[config.mk]
export PLATFORM = sky130hd
export DESIGN_NAME = cnn_dot_top
export DESIGN_NICKNAME = d
export VERILOG_FILES = /design/src/cnn_num_pkg.sv /design/src/cnn_reg_pkg.sv /design/src/cnn_dot_top.sv /design/src/cnn_cfg_regs.sv /design/src/rescale.sv /design/src/mac_accum.sv
export SDC_FILE = /design/constraint.sdc
export NUM_CORES = 1
export LEC_CHECK = 0
export BUFFER_PORTS_ARGS = -buffer_cell sky130_fd_sc_hd__buf_2
export CAP_MARGIN = 40
export CELL_PAD_IN_SITES_DETAIL_PLACEMENT = 1
export CELL_PAD_IN_SITES_GLOBAL_PLACEMENT = 1
export CORE_UTILIZATION = 49
export DETAILED_ROUTE_END_ITERATION = 8
export HOLD_SLACK_MARGIN = 0.1
export PLACE_DENSITY_LB_ADDON = 0.15
export SYNTH_ARGS = -nofsm -noshare
export SYNTH_HDL_FRONTEND = slang
export SYNTH_SLANG_ARGS = --single-unit
[constraint.sdc]
create_clock -name clk -period 6.9 [get_ports clk]
set_input_delay 0.345 -clock clk [delete_from_list [all_inputs] [get_ports clk]]
set_output_delay 0.345 -clock clk [all_outputs]
set_load 0.1 [all_outputs]
[src/cnn_num_pkg.sv]
package cnn_num_pkg;

    // image sample and accumulator widths
    localparam int IMG_WIDTH  = 16;
    localparam int NUM_WIDTH  = 33;

    // width of a bit index into an accumulator number
    localparam int NUM_AWIDTH = $clog2(NUM_WIDTH);

    typedef logic signed [IMG_WIDTH-1:0] img_t;
    typedef logic signed [NUM_WIDTH-1:0] num_t;

    // saturation limits of the image range
    localparam img_t IMG_MAX = {1'b0, {(IMG_WIDTH-1){1'b1}}};
    localparam img_t IMG_MIN = {1'b1, {(IMG_WIDTH-1){1'b0}}};

    // pixel and weight pair, last marks the end of a frame
    typedef struct packed {
        logic valid;
        logic last;
        img_t pixel;
        img_t weight;
    } pix_beat_t;

    // biased dot product leaving the accumulator
    typedef struct packed {
        logic valid;
        num_t num;
    } num_beat_t;

    // rescaled sample, sat set when clipped to a limit
    typedef struct packed {
        logic valid;
        logic sat;
        img_t data;
    } img_beat_t;

endpackage
[src/cnn_reg_pkg.sv]
package cnn_reg_pkg;

    import cnn_num_pkg::*;

    // wishbone data and word address widths
    localparam int WB_DW = 32;
    localparam int WB_AW = 2;

    typedef logic [WB_DW-1:0] wb_data_t;
    typedef logic [WB_AW-1:0] wb_adr_t;

    // register word addresses
    localparam wb_adr_t REG_SHIFT   = 2'd0;
    localparam wb_adr_t REG_BIAS    = 2'd1;
    localparam wb_adr_t REG_RES_CNT = 2'd2;
    localparam wb_adr_t REG_SAT_CNT = 2'd3;

    // beyond this the image window would leave the accumulator word
    localparam int SHIFT_MAX = NUM_WIDTH - IMG_WIDTH;

    typedef logic [4:0] shift_t;

    typedef struct packed {
        logic     cyc;
        logic     stb;
        logic     we;
        wb_adr_t  adr;
        wb_data_t dat;
    } wb_req_t;

    typedef struct packed {
        logic     ack;
        wb_data_t dat;
    } wb_rsp_t;

    // datapath configuration
    typedef struct packed {
        shift_t shift;
        num_t   bias;
    } cnn_cfg_t;

endpackage

[src/cnn_dot_top.sv]
`timescale 1ns/1ps

module cnn_dot_top import cnn_num_pkg::*, cnn_reg_pkg::*; (
    input  logic      clk,
    input  logic      rst_n,
    input  pix_beat_t pix_in,
    output img_beat_t img_out,
    input  wb_req_t   wb_req,
    output wb_rsp_t   wb_rsp
);

    num_beat_t sums;
    cnn_cfg_t  cfg;

    // configuration, and counting of the outputs
    cnn_cfg_regs i_regs (
        .clk    (clk),
        .rst_n  (rst_n),
        .wb_req (wb_req),
        .wb_rsp (wb_rsp),
        .img    (img_out),
        .cfg    (cfg)
    );

    mac_accum i_mac (
        .clk   (clk),
        .rst_n (rst_n),
        .pix   (pix_in),
        .bias  (cfg.bias),
        .sums  (sums)
    );

    rescale i_rescale (
        .clk   (clk),
        .rst_n (rst_n),
        .shift (cfg.shift),
        .sums  (sums),
        .img   (img_out)
    );

endmodule

[src/cnn_cfg_regs.sv]
`timescale 1ns/1ps

module cnn_cfg_regs import cnn_num_pkg::*, cnn_reg_pkg::*; (
    input  logic      clk,
    input  logic      rst_n,
    input  wb_req_t   wb_req,
    output wb_rsp_t   wb_rsp,
    input  img_beat_t img,
    output cnn_cfg_t  cfg
);

    logic     access;
    logic     wr_en;
    logic     ack_q;
    wb_data_t rd_dat;
    shift_t   shift_q;
    num_t     bias_q;
    wb_data_t res_cnt;
    wb_data_t sat_cnt;

    // new access only while no ack is out, the master drops stb on ack
    assign access = wb_req.cyc & wb_req.stb & ~ack_q;
    assign wr_en  = access & wb_req.we;

    always_ff @(posedge clk) begin
        if (!rst_n) begin
            ack_q   <= 1'b0;
            shift_q <= '0;
            bias_q  <= '0;
            res_cnt <= '0;
            sat_cnt <= '0;
        end else begin
            ack_q <= access;
            if (wr_en && wb_req.adr == REG_SHIFT) begin
                if (wb_req.dat > wb_data_t'(SHIFT_MAX)) begin
                    shift_q <= shift_t'(SHIFT_MAX);
                end else begin
                    shift_q <= wb_req.dat[$bits(shift_t)-1:0];
                end
            end
            if (wr_en && wb_req.adr == REG_BIAS) begin
                bias_q <= num_t'($signed(wb_req.dat));
            end
            // any write clears a counter, and wins over a count
            if (wr_en && wb_req.adr == REG_RES_CNT) begin
                res_cnt <= '0;
            end else if (img.valid) begin
                res_cnt <= res_cnt + 1'b1;
            end
            if (wr_en && wb_req.adr == REG_SAT_CNT) begin
                sat_cnt <= '0;
            end else if (img.valid && img.sat) begin
                sat_cnt <= sat_cnt + 1'b1;
            end
        end
    end

    // read data is presented with ack
    always_ff @(posedge clk) begin
        case (wb_req.adr)
            REG_SHIFT:   rd_dat <= wb_data_t'(shift_q);
            REG_BIAS:    rd_dat <= bias_q[WB_DW-1:0];
            REG_RES_CNT: rd_dat <= res_cnt;
            default:     rd_dat <= sat_cnt;
        endcase
    end

    assign wb_rsp = '{ack: ack_q, dat: rd_dat};
    assign cfg    = '{shift: shift_q, bias: bias_q};

    // single cycle ack per access
    a_ack_single: assert property (
        @(posedge clk) disable iff (!rst_n) ack_q |=> !ack_q
    );

endmodule

[src/rescale.sv]
`timescale 1ns/1ps

module rescale import cnn_num_pkg::*, cnn_reg_pkg::*; (
    input  logic      clk,
    input  logic      rst_n,
    input  shift_t    shift,
    input  num_beat_t sums,
    output img_beat_t img
);

    logic [3:0] valid_q;

    // stage 1
    num_t                  num_1p;
    num_t                  shifted_1p;
    logic [NUM_AWIDTH-1:0] top_1p;

    // stage 2
    logic [NUM_WIDTH-1:0]  high_mask;
    logic                  bound_max_2p;
    logic                  bound_min_2p;
    img_t                  data_2p;

    // stage 3 and 4
    img_t                  data_3p;
    logic                  sat_3p;
    img_t                  data_4p;
    logic                  sat_4p;

    // valid walks alongside the four data stages
    always_ff @(posedge clk) begin
        if (!rst_n) begin
            valid_q <= '0;
        end else begin
            valid_q <= {valid_q[2:0], sums.valid};
        end
    end

    // shift is taken with the number, so later changes do not disturb it
    always_ff @(posedge clk) begin
        num_1p     <= sums.num;
        shifted_1p <= sums.num >>> shift;
        // bit of the number that lands on the image sign bit
        top_1p     <= NUM_AWIDTH'(IMG_WIDTH - 1) + NUM_AWIDTH'(shift);
    end

    // every bit from the top position upward must match the sign
    assign high_mask = {NUM_WIDTH{1'b1}} << top_1p;

    always_ff @(posedge clk) begin
        bound_max_2p <= ~num_1p[NUM_WIDTH-1] & (|(num_1p & high_mask));
        bound_min_2p <= num_1p[NUM_WIDTH-1] & (|(~num_1p & high_mask));
        data_2p      <= shifted_1p[IMG_WIDTH-1:0];
    end

    always_ff @(posedge clk) begin
        if (bound_min_2p) begin
            data_3p <= IMG_MIN;
        end else if (bound_max_2p) begin
            data_3p <= IMG_MAX;
        end else begin
            data_3p <= data_2p;
        end
        sat_3p <= bound_min_2p | bound_max_2p;
    end

    always_ff @(posedge clk) begin
        data_4p <= data_3p;
        sat_4p  <= sat_3p;
    end

    assign img = '{valid: valid_q[3], sat: sat_4p, data: data_4p};

    // the register block clamps shift on write
    a_shift_in_range: assert property (
        @(posedge clk) disable iff (!rst_n) shift <= SHIFT_MAX
    );

    // clipping and shifting never flip the sign
    a_sign_kept: assert property (
        @(posedge clk) disable iff (!rst_n)
        img.valid |-> img.data[IMG_WIDTH-1] == $past(sums.num[NUM_WIDTH-1], 4)
    );

endmodule

[src/mac_accum.sv]
`timescale 1ns/1ps

module mac_accum import cnn_num_pkg::*; (
    input  logic      clk,
    input  logic      rst_n,
    input  pix_beat_t pix,
    input  num_t      bias,
    output num_beat_t sums
);

    // full precision product of two image samples
    logic signed [2*IMG_WIDTH-1:0] prod_q;
    logic                          prod_valid;
    logic                          prod_last;

    num_t acc_q;
    num_t sum_num;
    logic sum_valid;

    // stage 1: product
    always_ff @(posedge clk) begin
        prod_q <= pix.pixel * pix.weight;
    end

    always_ff @(posedge clk) begin
        if (!rst_n) begin
            prod_valid <= 1'b0;
            prod_last  <= 1'b0;
        end else begin
            prod_valid <= pix.valid;
            prod_last  <= pix.valid & pix.last;
        end
    end

    // stage 2: running sum, cleared as the frame closes
    always_ff @(posedge clk) begin
        if (!rst_n) begin
            acc_q     <= '0;
            sum_valid <= 1'b0;
        end else begin
            sum_valid <= prod_valid & prod_last;
            if (prod_valid) begin
                if (prod_last) begin
                    acc_q <= '0;
                end else begin
                    acc_q <= acc_q + num_t'(prod_q);
                end
            end
        end
    end

    // bias is added only to the closing sum, wraps at NUM_WIDTH
    always_ff @(posedge clk) begin
        sum_num <= acc_q + num_t'(prod_q) + bias;
    end

    assign sums = '{valid: sum_valid, num: sum_num};

    // frame marker only means something on a valid beat
    a_last_needs_valid: assert property (
        @(posedge clk) disable iff (!rst_n) pix.last |-> pix.valid
    );

endmodule

==> qor.csv <==
stage,metric,value,unit
status,run_status,completed,
synth,synth_top_family_by_area,adder cells,
floorplan,rows,83,
clock_tree,insertion_delay,540,ps
timing,rsz0062_at_grt,no,
route,drcViolationCount,0,
worst_setup_path,cp_num_buf_inv,2,
global_routing,grt_pass1_vias,22100,
synth,yosys_most_used_dff,dfxtp_1,
synth,synth-xor-area-share,4.64,%
route,drt-pass1-iter-count,5,
timing,clock.fmax,0.165,GHz
timing,setup_viol,0,
floorplan,dieArea,0.0537,sq mm
worst_setup_path,cp_top_family,adder cells,
clock_tree,htreeDepth,2,
global_routing,grt_remaining_overflow,0,
floorplan,core,0.0517,sq mm
route,via_per_inst,5.66,
worst_setup_path,crit_required,7320,ps
global_routing,grt_max_degree,77,
synth,yosys_register_bits,346,
synth,yosysWarnings,0,
global_routing,grt_pass1_wl,119000,um
timing,max_slew_margin,42.6,%
route,drt_iter0_markers,1018,
power_and_ir_drop,switchingPower,7830,uW
floorplan,die_width,232,um
floorplan,io_pins,124,
power_and_ir_drop,ir_worst_vdd,490,uV
timing,setup-tns-final,0,ps
run,cap_violations,0,
worst_setup_path,crit_chain,"buf_2, nand2_1, fa_1, fa_1, fa_1, fa_1, inv_1, fa_1, fa_1, ha_1, a21o_1, a21o_1, a2111oi_2, a21boi_2, nor4_1, o41ai_2, o21ai_1, mux2i_1, a211o_1",
synth,syn_avg_cell_area,9.33,sq um
final_layout,fin_nets,3349,
power_and_ir_drop,seq_power_share,18.8,%
power_and_ir_drop,share_comb_of_total_power,69.0,%
timing,finClkSkew,12.2,ps
synth,synth.area.mux_share,5.74,%
power_and_ir_drop,swShare,47.6,%
floorplan,dieHeight,232,um
synth,synthArstFlopShare,0,%
floorplan,start_util,50.0,%
power_and_ir_drop,p_int,8630,uW
placement,gp_congestion,0.923,
global_routing,antenna_found_initial,0,
worst_setup_path,critPathLaunchType,primary input,
final_layout,fin_area,0.0285,sq mm
route,ant_nets,0,
synth,ys_seq_area_share,26.8,%
worst_setup_path,critPathMaxFanout,16,
worst_setup_path,cp_common_cell,fa_1,
power_and_ir_drop,p_leak,0.0131,uW
timing,min_period,6050,ps
route,vias,20200,
clock_tree,post_cts.repair.setup_buffers,0,
placement,dp_hpwl,58200,um
worst_setup_path,critPathKind,primary input to flip-flop,
min_path,hp-class,primary input to flip-flop,
worst_setup_path,critPathSlowestCell,fa_1,
clock_tree,cts_tree,yes,
clock_tree,numCtsBuffers,36,
power_and_ir_drop,clkPwrFrac,12.2,%
timing,slew_violations,0,
synth,syn-num-nets,3259,
final_layout,layout_common_cells,"346 x dfxtp_1, 344 x inv_1, 270 x nand2_1",
worst_setup_path,cp-end-kind,flip-flop,
synth,synth_top_area_share,26.8,%
global_routing,grt_use_total,27.9,%
placement,placed_area,0.0270,sq mm
final_layout,layout_commonest_cell,dfxtp_1,
synth,syn_inst,2773,
clock_tree,cts_sinks,346,
placement,port_buffers,123,
route,avgRoutedWirePerCell,20.7,um
final_layout,n_antenna_cell,0,
synth,ys_types,88,
final_layout,layout-drive-gt1-share,10.9,%
timing,worst_pin_slew,861,ps
synth,yosysTopAreaCell,dfxtp_1,
final_layout,fillers,5874,
synth,yosys.area_share.simple,15.5,%
synth,syn_area,0.0259,sq mm
worst_setup_path,cp.arrival,6470,ps
placement,dp_slack,286,ps
clock_tree,cts_root_buffer,clkbuf_16,
timing,finalHoldViolCount,0,
synth,synthAdderAreaFrac,27.7,%
power_and_ir_drop,power,16500,uW
final_layout,syn2layout_area_growth,10.3,%
power_and_ir_drop,powerDensity,577,mW/mm^2
worst_setup_path,max_stage_delay,600,ps
clock_tree,clk_pin_slew,70,ps
clock_tree,clk_path_buf_depth,3,
timing,period_share,87.7,%
synth,synth-compound-area-share,12.8,%
route,routed_wirelength,73800,um
timing,setup_slack,850,ps
synth,synth-edff-count,0,
synth,synthTopCellsByArea,"dfxtp_1 27%, fa_1 20%, ha_1 7.2%, inv_1 5.0%, nand2_1 3.9%",
-- worst paths after layout --
check                                        startpoint                    to  slack, ps  depth (start not counted)
worst min register to register  i_rescale.shifted_1p[3]  i_rescale.data_2p[3]        330                          0
worst max-delay path                          pix_in[1]      i_mac.prod_q[30]        850                         19
worst max register to register           i_mac.acc_q[0]     i_mac.sum_num[32]       1830                         20
worst min-delay path                         wb_req[12]     i_regs.bias_q[12]        120                          3
-- power groups by stage --
stage                     sequential (uW)  clock, uW  combinational [uW]
after floorplan                      3250          0                8570
after global placement               3120          0               10900
after detailed placement             3140          0               11400
after CTS                            3100       2040               11500
after global routing                 3140       2130               12800
final                                3100       2010               11300
-- stage by stage --
step	hold WS (ps)	util, %	cells
2_1_floorplan	310	-	2773
3_3_place_gp	310	52.2	3477
3_5_place_dp	313	52.2	3477
4_1_cts	100	55.1	3566
5_1_grt	114	55.1	3567
6_report	119	55.1	3567
-- registers in the layout, summed over array words and instances, names as in the netlist, 32 cells and up --
register,flops
i_regs.sat_cnt,32
i_regs.rd_dat,32
i_mac.acc_q,33
i_rescale.num_1p,33
i_mac.sum_num,33
i_regs.res_cnt,32
i_regs.bias_q,32
i_mac.prod_q,32
-- cell usage after synthesis (25+ instances only) --
cell        n
a21boi_0   36
a21o_1     55
a21oi_1   112
a22o_1     37
a22oi_1    25
and2_1    141
clkbuf_1   98
dfxtp_1   346
fa_1      264
ha_1      149
inv_1     344
mux2_2     49
mux4_2     33
nand2_1   270
nand3_1    45
nor2_1    188
nor2b_1    38
nor3_1     35
o21ai_0    76
xnor2_1    70
xor2_1     67
-- worst reg2reg max path, delay by kind of cell, from the launching register on --
| family | cells | cell delay, ps |
|---|---|---|
| flip-flops | 1 | 320 |
| AND/OR/NAND/NOR | 3 | 500 |
| AO/OA/AOI/OAI | 11 | 2160 |
| adder cells (fa/ha/maj) | 3 | 1100 |
| XOR/XNOR | 3 | 820 |
-- per-layer routing --
layer / vias to the layer above / GRT usage, % / wire, um
met5: - / 0 / 0
met4: 0 / 9.72 / 2440
met3: 133 / 2.68 / 2280
met2: 453 / 51.0 / 37800
met1: 10300 / 34.0 / 31300
li1: 9344 / - / -
-- area by class of cell --
type	instances	area, sq um	area share [%]
Clock inverter	21	264	0.926
Inverter	346	1300	4.55
Multi-Input combinational cell	1964	17200	60.3
Tap cell	680	851	2.98
Sequential cell	346	6930	24.3
Clock buffer	41	950	3.33
Timing Repair Buffer	169	1040	3.63
-- cell families after synthesis --
group,Yosys count
AO/OA/AOI/OAI,479
XOR/XNOR,137
adder cells (fa/ha/maj),415
buffers and inverters,463
flip-flops,346
multiplexers,101
AND/OR/NAND/NOR,832
-- what timing repair did --
| action | in CTS | in global routing |
|---|---|---|
| gates resized for setup | 0 | 0 |
| endpoints found under the hold margin | 28 | 0 |
| hold buffers | 27 | 0 |
Power figures use the tool's default switching activity.
